[src/source/smc_pkg.sv]
package smc_pkg;

  // --------------------------------------------------------------------------
  // Bus widths
  // --------------------------------------------------------------------------
  typedef logic [31:0] addr_t;   // Byte address
  typedef logic [31:0] data_t;   // Bus data word
  typedef logic [3:0]  be_n_t;   // Byte enables, active low, bit 0 is lane 0
  typedef logic [2:0]  hsize_t;  // AHB size code
  typedef logic [1:0]  htrans_t; // AHB transfer type
  typedef logic [1:0]  hresp_t;  // AHB response

  // AHB transfer types
  localparam htrans_t HTRANS_IDLE   = 2'b00;
  localparam htrans_t HTRANS_BUSY   = 2'b01;
  localparam htrans_t HTRANS_NONSEQ = 2'b10;
  localparam htrans_t HTRANS_SEQ    = 2'b11;

  // AHB responses, RETRY and SPLIT never issued
  localparam hresp_t HRESP_OKAY  = 2'b00;
  localparam hresp_t HRESP_ERROR = 2'b01;

  // External memory access phases
  typedef enum logic [1:0] {
    IDLE,   // Chip select high
    SETUP,  // Address and enables out
    STROBE, // Read or write strobe low
    HOLD    // Strobes released, cs still low
  } access_state_t;

endpackage

[src/source/smc_req_if.sv]
`timescale 1ns/100ps

// One request per valid pulse, credit flows back
interface smc_req_if;

  logic            valid;  // Single-cycle request strobe
  logic            write;  // 1 write, 0 read
  smc_pkg::addr_t  addr;   // Byte address
  smc_pkg::hsize_t size;   // AHB size code
  smc_pkg::data_t  wdata;  // Write data
  smc_pkg::be_n_t  be_n;   // Lane enables, active low
  logic            credit; // Receiver freed a slot

  // Sending side
  modport src (
    output valid, write, addr, size, wdata, be_n,
    input  credit
  );

  // Receiving side
  modport dst (
    input  valid, write, addr, size, wdata, be_n,
    output credit
  );

endinterface

[src/source/smc_access_fsm.sv]
`timescale 1ns/100ps

module smc_access_fsm #(
  parameter int WAIT_STATES = 2
) (
  input  logic           hclk,
  input  logic           reset,
  smc_req_if.dst         req,          // From lane mapper
  input  smc_pkg::data_t data_smc,     // EMI read data
  output smc_pkg::addr_t smc_addr,
  output smc_pkg::data_t smc_data,
  output smc_pkg::be_n_t smc_n_be,
  output logic           smc_n_cs,
  output logic           smc_n_rd,
  output logic           smc_n_wr,
  output logic           smc_n_ext_oe,
  output smc_pkg::be_n_t smc_n_we,
  output logic           rdata_valid,
  output smc_pkg::data_t rdata,
  output logic           active
);

  localparam int WAIT_W = (WAIT_STATES > 0) ? $clog2(WAIT_STATES + 1) : 1;

  smc_pkg::access_state_t state, next_state;
  logic [WAIT_W-1:0]      wait_cnt;    // Strobe cycles left
  logic                   acc_write;
  smc_pkg::be_n_t         acc_be_n;
  logic                   strobe;
  logic                   last_strobe;

  // --------------------------------------------------------------------------
  // Access timing
  // --------------------------------------------------------------------------
  always_comb begin
    next_state = state;
    case (state)
      smc_pkg::IDLE:   if (req.valid) next_state = smc_pkg::SETUP;
      smc_pkg::SETUP:  next_state = smc_pkg::STROBE;
      smc_pkg::STROBE: if (last_strobe) next_state = smc_pkg::HOLD;
      smc_pkg::HOLD:   next_state = smc_pkg::IDLE;
      default:         next_state = smc_pkg::IDLE;
    endcase
  end

  always_ff @(posedge hclk) begin
    if (reset) begin
      state    <= smc_pkg::IDLE;
      wait_cnt <= '0;
    end else begin
      state <= next_state;
      if (state == smc_pkg::SETUP)
        wait_cnt <= WAIT_W'(WAIT_STATES); // Strobe is WAIT_STATES+1 long
      else if (strobe && !last_strobe)
        wait_cnt <= wait_cnt - 1'b1;
    end
  end

  assign strobe      = (state == smc_pkg::STROBE);
  assign last_strobe = strobe && (wait_cnt == '0);

  // Request capture and read sampling
  always_ff @(posedge hclk) begin
    if (state == smc_pkg::IDLE && req.valid) begin
      acc_write <= req.write;
      acc_be_n  <= req.be_n;
      smc_addr  <= req.addr;
      smc_data  <= req.wdata;
    end
    if (last_strobe && !acc_write)
      rdata <= data_smc; // Last strobe cycle
  end

  // --------------------------------------------------------------------------
  // EMI outputs
  // --------------------------------------------------------------------------
  assign smc_n_cs     = (state == smc_pkg::IDLE);
  assign smc_n_be     = smc_n_cs ? 4'hF : acc_be_n;
  assign smc_n_rd     = !(strobe && !acc_write);
  assign smc_n_wr     = !(strobe && acc_write);
  assign smc_n_we     = (strobe && acc_write) ? acc_be_n : 4'hF; // Per-lane strobes
  assign smc_n_ext_oe = !(acc_write && !smc_n_cs); // Drive data SETUP to HOLD

  assign rdata_valid = (state == smc_pkg::HOLD) && !acc_write;
  assign req.credit  = (state == smc_pkg::HOLD);  // Free for next request
  assign active      = !smc_n_cs;

  // Mapper only sends with the single credit in hand
  a_req_when_idle: assert property (@(posedge hclk) disable iff (reset)
    req.valid |-> state == smc_pkg::IDLE);

endmodule

[src/source/smc_ahb_slave.sv]
`timescale 1ns/100ps

module smc_ahb_slave #(
  parameter int REQ_CREDITS = 2
) (
  input  logic             hclk,
  input  logic             reset,
  input  logic             hsel,
  input  logic             hready,      // Muxed bus ready
  input  logic             hwrite,
  input  smc_pkg::addr_t   haddr,
  input  smc_pkg::htrans_t htrans,
  input  smc_pkg::hsize_t  hsize,
  input  smc_pkg::data_t   hwdata,
  smc_req_if.src           req,         // To lane mapper
  input  logic             rdata_valid,
  input  smc_pkg::data_t   rdata,
  output logic             smc_hready,
  output logic             smc_valid,
  output smc_pkg::hresp_t  smc_hresp,
  output smc_pkg::data_t   smc_hrdata,
  output logic             pending
);

  localparam int CRED_W = $clog2(REQ_CREDITS + 1);

  // Data phase state
  typedef enum logic [2:0] {OKAY, WAIT_CREDIT, WAIT_READ, ERR1, ERR2} dphase_t;

  dphase_t           state, next_state, phase_state;
  logic              transfer, accept, legal;
  smc_pkg::addr_t    ap_addr;     // Registered address phase
  smc_pkg::hsize_t   ap_size;
  logic [CRED_W-1:0] credits;
  logic              has_credit;
  logic              rd_issued;   // Read request sent downstream
  logic              rd_done;     // Read data back, release bus

  // --------------------------------------------------------------------------
  // Address phase decode
  // --------------------------------------------------------------------------
  always_comb begin
    case (htrans)
      smc_pkg::HTRANS_NONSEQ, smc_pkg::HTRANS_SEQ: transfer = 1'b1;
      smc_pkg::HTRANS_IDLE, smc_pkg::HTRANS_BUSY:  transfer = 1'b0;
    endcase
  end

  always_comb begin
    case (hsize)
      3'b000:  legal = 1'b1;                  // Byte
      3'b001:  legal = ~haddr[0];             // Halfword
      3'b010:  legal = (haddr[1:0] == 2'b00); // Word
      default: legal = 1'b0;                  // Wider than the bus
    endcase
  end

  assign accept    = hsel && hready && transfer;
  assign smc_valid = accept && legal;

  // Where the next data phase starts
  always_comb begin
    if (!accept)
      phase_state = OKAY;
    else if (!legal)
      phase_state = ERR1;
    else if (hwrite)
      phase_state = WAIT_CREDIT;
    else
      phase_state = WAIT_READ;
  end

  // --------------------------------------------------------------------------
  // Data phase
  // --------------------------------------------------------------------------
  always_comb begin
    next_state = state;
    case (state)
      OKAY:        next_state = phase_state;
      WAIT_CREDIT: if (has_credit) next_state = phase_state; // Write posted
      WAIT_READ:   if (rd_done) next_state = phase_state;
      ERR1:        next_state = ERR2;
      ERR2:        next_state = phase_state;
      default:     next_state = OKAY;
    endcase
  end

  always_ff @(posedge hclk) begin
    if (reset) begin
      state     <= OKAY;
      credits   <= CRED_W'(REQ_CREDITS); // Receiver buffer depth
      rd_issued <= 1'b0;
      rd_done   <= 1'b0;
    end else begin
      state   <= next_state;
      credits <= credits - CRED_W'(req.valid) + CRED_W'(req.credit);
      if (state == WAIT_READ && rd_done) begin
        rd_issued <= 1'b0;
        rd_done   <= 1'b0;
      end else begin
        if (req.valid && !req.write)
          rd_issued <= 1'b1;
        if (rdata_valid)
          rd_done <= 1'b1;
      end
    end
  end

  always_ff @(posedge hclk) begin
    if (accept) begin
      ap_addr <= haddr;
      ap_size <= hsize;
    end
    if (rdata_valid)
      smc_hrdata <= rdata; // Held until the next read
  end

  always_comb begin
    smc_hready = 1'b1;
    smc_hresp  = smc_pkg::HRESP_OKAY;
    case (state)
      WAIT_CREDIT: smc_hready = has_credit;
      WAIT_READ:   smc_hready = rd_done;
      ERR1: begin
        smc_hready = 1'b0; // First ERROR cycle
        smc_hresp  = smc_pkg::HRESP_ERROR;
      end
      ERR2:        smc_hresp = smc_pkg::HRESP_ERROR;
      default:     smc_hready = 1'b1;
    endcase
  end

  // Request toward the lane mapper
  assign has_credit = (credits != '0);
  assign req.valid  = has_credit &&
                      ((state == WAIT_CREDIT) || (state == WAIT_READ && !rd_issued));
  assign req.write  = (state == WAIT_CREDIT);
  assign req.addr   = ap_addr;
  assign req.size   = ap_size;
  assign req.wdata  = hwdata; // Valid in the write data phase
  assign req.be_n   = '1;     // Mapper computes lanes
  assign pending    = (state == WAIT_CREDIT) || (state == WAIT_READ);

  // --------------------------------------------------------------------------
  // Checks
  // --------------------------------------------------------------------------
  // Spending at zero or a spurious returned credit pushes the count past the depth
  a_credit_bound: assert property (@(posedge hclk) disable iff (reset)
    credits <= CRED_W'(REQ_CREDITS));

  // ERROR is always one stall cycle then one ready cycle
  a_err_second: assert property (@(posedge hclk) disable iff (reset)
    (smc_hresp == smc_pkg::HRESP_ERROR && !smc_hready)
      |=> (smc_hresp == smc_pkg::HRESP_ERROR && smc_hready));
  a_err_first: assert property (@(posedge hclk) disable iff (reset)
    (smc_hresp == smc_pkg::HRESP_ERROR && smc_hready)
      |-> $past(smc_hresp == smc_pkg::HRESP_ERROR && !smc_hready));

endmodule

[src/source/smc_lane_map.sv]
`timescale 1ns/100ps

module smc_lane_map #(
  parameter int REQ_CREDITS = 2
) (
  input  logic   hclk,
  input  logic   reset,
  smc_req_if.dst up,       // From AHB front end
  smc_req_if.src down,     // To access sequencer
  output logic   occupied  // Buffer not empty
);

  localparam int PTR_W = (REQ_CREDITS > 1) ? $clog2(REQ_CREDITS) : 1;
  localparam int CNT_W = $clog2(REQ_CREDITS + 1);

  // Request store, payload only
  logic            buf_write [REQ_CREDITS];
  smc_pkg::addr_t  buf_addr  [REQ_CREDITS];
  smc_pkg::hsize_t buf_size  [REQ_CREDITS];
  smc_pkg::data_t  buf_wdata [REQ_CREDITS];

  logic [PTR_W-1:0] wr_ptr, rd_ptr;
  logic [CNT_W-1:0] count;
  logic             down_credit; // Sequencer holds one request
  smc_pkg::addr_t   head_addr;
  smc_pkg::hsize_t  head_size;
  smc_pkg::data_t   head_wdata;
  logic [1:0]       lane;

  always_ff @(posedge hclk) begin
    if (up.valid) begin
      buf_write[wr_ptr] <= up.write;
      buf_addr[wr_ptr]  <= up.addr;
      buf_size[wr_ptr]  <= up.size;
      buf_wdata[wr_ptr] <= up.wdata;
    end
  end

  // --------------------------------------------------------------------------
  // Pointers and credits
  // --------------------------------------------------------------------------
  always_ff @(posedge hclk) begin
    if (reset) begin
      wr_ptr      <= '0;
      rd_ptr      <= '0;
      count       <= '0;
      down_credit <= 1'b1;
    end else begin
      if (up.valid)
        wr_ptr <= (wr_ptr == PTR_W'(REQ_CREDITS - 1)) ? '0 : wr_ptr + 1'b1;
      if (down.valid)
        rd_ptr <= (rd_ptr == PTR_W'(REQ_CREDITS - 1)) ? '0 : rd_ptr + 1'b1;
      count <= count + CNT_W'(up.valid) - CNT_W'(down.valid);
      if (down.valid)
        down_credit <= 1'b0;
      if (down.credit)
        down_credit <= 1'b1; // Sequencer left HOLD
    end
  end

  assign occupied   = (count != '0);
  assign down.valid = occupied && down_credit;
  assign up.credit  = down.valid; // Slot freed as head leaves

  assign head_addr  = buf_addr[rd_ptr];
  assign head_size  = buf_size[rd_ptr];
  assign head_wdata = buf_wdata[rd_ptr];
  assign lane       = head_addr[1:0];

  assign down.write = buf_write[rd_ptr];
  assign down.addr  = head_addr;
  assign down.size  = head_size;

  // Lane enables and replicated write data
  always_comb begin
    case (head_size)
      3'b000: begin
        down.be_n  = ~(4'b0001 << lane);
        down.wdata = {4{head_wdata[8*lane +: 8]}};
      end
      3'b001: begin
        down.be_n  = lane[1] ? 4'b0011 : 4'b1100; // Upper or lower half
        down.wdata = {2{head_wdata[16*lane[1] +: 16]}};
      end
      default: begin
        down.be_n  = 4'b0000;
        down.wdata = head_wdata;
      end
    endcase
  end

  // Front end credit count must keep this from happening
  a_no_overflow: assert property (@(posedge hclk) disable iff (reset)
    up.valid |-> count != CNT_W'(REQ_CREDITS));

endmodule

[src/source/smc_veneer.sv]
`timescale 1ns/100ps

// Static memory controller, AHB-lite in, async SRAM out
module smc_veneer #(
  parameter int WAIT_STATES = 2,
  parameter int REQ_CREDITS = 2
) (
  input  logic             hclk,
  input  logic             reset,
  // AHB
  input  smc_pkg::addr_t   haddr,
  input  smc_pkg::htrans_t htrans,
  input  logic             hsel,
  input  logic             hwrite,
  input  smc_pkg::hsize_t  hsize,
  input  smc_pkg::data_t   hwdata,
  input  logic             hready,
  output smc_pkg::data_t   smc_hrdata,
  output logic             smc_hready,
  output smc_pkg::hresp_t  smc_hresp,
  output logic             smc_valid,     // Legal address accepted
  // EMI
  input  smc_pkg::data_t   data_smc,
  output smc_pkg::addr_t   smc_addr,
  output smc_pkg::data_t   smc_data,
  output smc_pkg::be_n_t   smc_n_be,
  output logic             smc_n_cs,
  output smc_pkg::be_n_t   smc_n_we,
  output logic             smc_n_wr,
  output logic             smc_n_rd,
  output logic             smc_n_ext_oe,  // Write data pad enable
  output logic             smc_busy
);

  logic           pending, occupied, active;
  logic           rdata_valid;
  smc_pkg::data_t rdata;

  smc_req_if req_a ();  // Front end to mapper
  smc_req_if req_b ();  // Mapper to sequencer

  // --------------------------------------------------------------------------
  // Pipeline stages
  // --------------------------------------------------------------------------
  smc_ahb_slave #(
    .REQ_CREDITS (REQ_CREDITS)
  ) ahb_slave_i (
    .hclk        (hclk),
    .reset       (reset),
    .hsel        (hsel),
    .hready      (hready),
    .hwrite      (hwrite),
    .haddr       (haddr),
    .htrans      (htrans),
    .hsize       (hsize),
    .hwdata      (hwdata),
    .req         (req_a.src),
    .rdata_valid (rdata_valid),
    .rdata       (rdata),
    .smc_hready  (smc_hready),
    .smc_valid   (smc_valid),
    .smc_hresp   (smc_hresp),
    .smc_hrdata  (smc_hrdata),
    .pending     (pending)
  );

  smc_lane_map #(
    .REQ_CREDITS (REQ_CREDITS)
  ) lane_map_i (
    .hclk     (hclk),
    .reset    (reset),
    .up       (req_a.dst),
    .down     (req_b.src),
    .occupied (occupied)
  );

  smc_access_fsm #(
    .WAIT_STATES (WAIT_STATES)
  ) access_fsm_i (
    .hclk         (hclk),
    .reset        (reset),
    .req          (req_b.dst),
    .data_smc     (data_smc),
    .smc_addr     (smc_addr),
    .smc_data     (smc_data),
    .smc_n_be     (smc_n_be),
    .smc_n_cs     (smc_n_cs),
    .smc_n_rd     (smc_n_rd),
    .smc_n_wr     (smc_n_wr),
    .smc_n_ext_oe (smc_n_ext_oe),
    .smc_n_we     (smc_n_we),
    .rdata_valid  (rdata_valid),
    .rdata        (rdata),
    .active       (active)
  );

  assign smc_busy = pending || occupied || active; // Any stage holding work

endmodule
[config.mk]
export PLATFORM = sky130hd
export DESIGN_NAME = smc_veneer
export DESIGN_NICKNAME = d
export VERILOG_FILES = /design/src/source/smc_pkg.sv /design/src/source/smc_req_if.sv /design/src/source/smc_access_fsm.sv /design/src/source/smc_ahb_slave.sv /design/src/source/smc_lane_map.sv /design/src/source/smc_veneer.sv
export SDC_FILE = /design/constraint.sdc
export NUM_CORES = 1
export LEC_CHECK = 0
export ABC_CLOCK_PERIOD_IN_PS = 11000
export BUFFER_PORTS_ARGS = -buffer_cell sky130_fd_sc_hd__buf_4
export CAP_MARGIN = 10
export CORE_MARGIN = 1
export CORE_UTILIZATION = 59
export DETAILED_ROUTE_END_ITERATION = 12
export PLACE_DENSITY = 0.83
export SYNTH_ARGS = -nofsm -noshare
export SYNTH_HDL_FRONTEND = slang
export SYNTH_SLANG_ARGS = --single-unit
[constraint.sdc]
create_clock -name hclk -period 11 [get_ports hclk]
set_clock_uncertainty 0.2 [all_clocks]
set_input_delay 1.65 -clock hclk [delete_from_list [all_inputs] [get_ports hclk]]
set_output_delay 1.65 -clock hclk [all_outputs]
set_load 0.05 [all_outputs]
==> run metrics <==
crit-path cells buf_4 > o21a_1 > o22a_1 > nor3_1 > buf_4; Initial Utilization 0.610; Final Max Tran Viols 0; Yosys warnings 0; Vias/cell 5.70; Synth async-reset ratio 0; WHS 0.218 ns; Tcrit/Tclk final 0.401; Max Fclk 227 MHz; slowest stage delay, CP 0.24 ns; Initial DRT Pass Iterations 5; global-route wire length before repair 35,600 µm; Final TNS setup 0 ns; Worst R2R End access_fsm_i.smc_data[3]$_DFFE_PP_; final WL 24,300 µm; crit end category output pin; All-Layer GR Usage 0.229; I/O pin count 219; CTS Sinks 321; total number of vias 6,966; CP Max Fanout 2; number of CTS-inserted buffers 31; Hold Path Depth 0; Critical Path Start Type input port; Final Non-Filler Cells 1,222; Hold Vio Cnt, Final 0; WS Path Type input port to output pin; vias in the first global route 6,833; Root Driver clkbuf_16; htree depth 1; Bufs on Longest Clock Path 3; RSZ-0062 raised after global routing false; worst vdd ir 0.231 mV; share of post-route cells with drive strength above 1 0.338; die area 21,000 µm²; Post-Place Cells 1,166; DIE WIDTH 145 µm; r2r worst-path depth 6; Hold Path Class flop to flop; ant diodes 0; Slew HR 0.327; post-synth net total 824; Lkg Pwr 5.33 nW; top-area cell type share of the netlist area 0.759; Syn Area/Cell 17.0 µm²; initial antenna violation count 1; CP arrival 2.56 ns; post-DP HPWL 15,200 µm; post-synthesis cell type count 39; synth top area cells edfxtp_1 76%, mux2_2 3.0%, dfxtp_1 2.8%; most used cell along the critical path buf_4; # DRC 0; Area Growth Syn to Fin 23.6%; wire per inst 19.9 µm; Tightest Pin Transition 1.01 ns; Post-CTS Setup Inserts 0; gpl congestion 0.853; clock-pin transition on the worst setup and hold timing paths 0.06 ns; Min Clock Period, post-route 4.41 ns; Worst Hold End ahb_slave_i.smc_hrdata[26]$_DFFE_PP_; status finished clean; hold buffer count at cts 0; Site Rows 51; largest net degree at the start of global routing 89; CTS tree yes; post_cts resized 0; Core Region 19,700 µm²; pwr dens 258 nW/µm²; die height 145 µm; synthesized flop and latch total 321; Worst Setup SP haddr[1]; slowest CP cell buf_4; most frequent cells in the layout 304 x edfxtp_1, 226 x buf_4, 51 x nor2_1; clk_lat worst skew 0.55 ns; CP Data Required Time 9.15 ns; DRT antenna net count 0; total grt overflow 0; Post-synth EDFFs 304; Starting DRT DRC Count 476; Netlist Area Pre-Place 12,000 µm²; post-synth top area cell edfxtp_1; most common cell after layout, fill and taps aside edfxtp_1; IO buf count 216; worst hold start access_fsm_i.rdata[26]$_DFFE_PP_; part of the Yosys area used for sequential elements 0.788; MaxCap Viol Count 0; Mapped Cells 709; # setup viols final 0; post-layout net count 1,049; commonest register cell after synthesis edfxtp_1; reg-to-reg setup timing slack 7.51 ns
## sequential cells by signal, summed over array words and instances, names as in the netlist, 2 cells and up, named ones only
name,cells
lane_map_i.buf_addr,64
lane_map_i.buf_write,2
access_fsm_i.acc_be_n,4
access_fsm_i.smc_addr,32
ahb_slave_i.state,3
access_fsm_i.smc_data,32
lane_map_i.count,2
access_fsm_i.state,2
lane_map_i.buf_wdata,64
access_fsm_i.wait_cnt,2
lane_map_i.buf_size,6
ahb_slave_i.req.addr,32
ahb_slave_i.req.size,3
access_fsm_i.rdata,32
ahb_slave_i.credits,2
ahb_slave_i.smc_hrdata,32
## per-stage QoR
step	setup WS [ns]	power [mW]	cell area, µm²	util
floorplan	6.11	2.51	12000	-
global placement	6.67	2.82	13900	0.705
detailed placement	6.59	2.84	13900	0.705
CTS	6.58	3.84	14900	0.754
global route	6.56	3.96	14900	0.754
finish	6.59	3.83	14900	0.754
## report_power, final
part	leakage [nW]	internal, mW	switching, mW	total, mW
registers	2.92	1.61	0.0931	1.70
clock network	0.462	0.576	0.425	1.00
logic	1.96	0.343	0.784	1.13
total	5.33	2.53	1.30	3.83
## final cells by class
class	instances	area, µm²
repair buffers	226	1700
multi-input cells	340	2350
inverters	14	52.6
flip-flops and latches	321	9470
clock inverters	14	123
clock buffers	42	837
fillers	1155	4850
well taps	265	332
## critical path: cells and delay by family
kind / cells / cell delay [ns]
compound gates: 2 / 0.36
buf+inv: 2 / 0.35
simple gates: 1 / 0.19
## metal layers
layer,GRT usage,part of all wire,vias to the layer above
met5,0,0.00054,-
met4,0.0770,0.023,2
met3,0.0444,0.093,46
met2,0.384,0.50,379
met1,0.302,0.38,3351
li1,-,-,3188
## how the worst max path moves through the flow
| stage | to | cells after the start |
|---|---|---|
| global placement | smc_valid | 5 |
| global route | smc_valid | 5 |
| finish | smc_valid | 5 |
| CTS | smc_valid | 5 |
| floorplan | smc_valid | 3 |
| detailed placement | smc_valid | 5 |
## synth_stat cells, types with 3 or more instances
cell,instances
edfxtp_1,304
nor2_1,54
a21oi_1,40
mux2_2,32
o311a_1,32
nand2_1,23
nor3_1,21
nor2b_1,20
o21ai_0,19
a22oi_1,18
mux2i_1,18
dfxtp_1,17
clkbuf_1,14
inv_1,14
buf_2,13
ha_1,9
or2_2,9
nand2b_1,8
o21ai_1,8
buf_4,5
xor2_1,4
xnor2_1,3
## logic make-up after synthesis
group / synth area share
fa+ha+maj: 0.00937
xor+xnor: 0.00510
flops: 0.788
buf+inv: 0.0191
compound gates: 0.0771
other cells: 0.000312
mux: 0.0450
simple gates: 0.0564
Note: power is estimated with default switching activity, not from simulation.
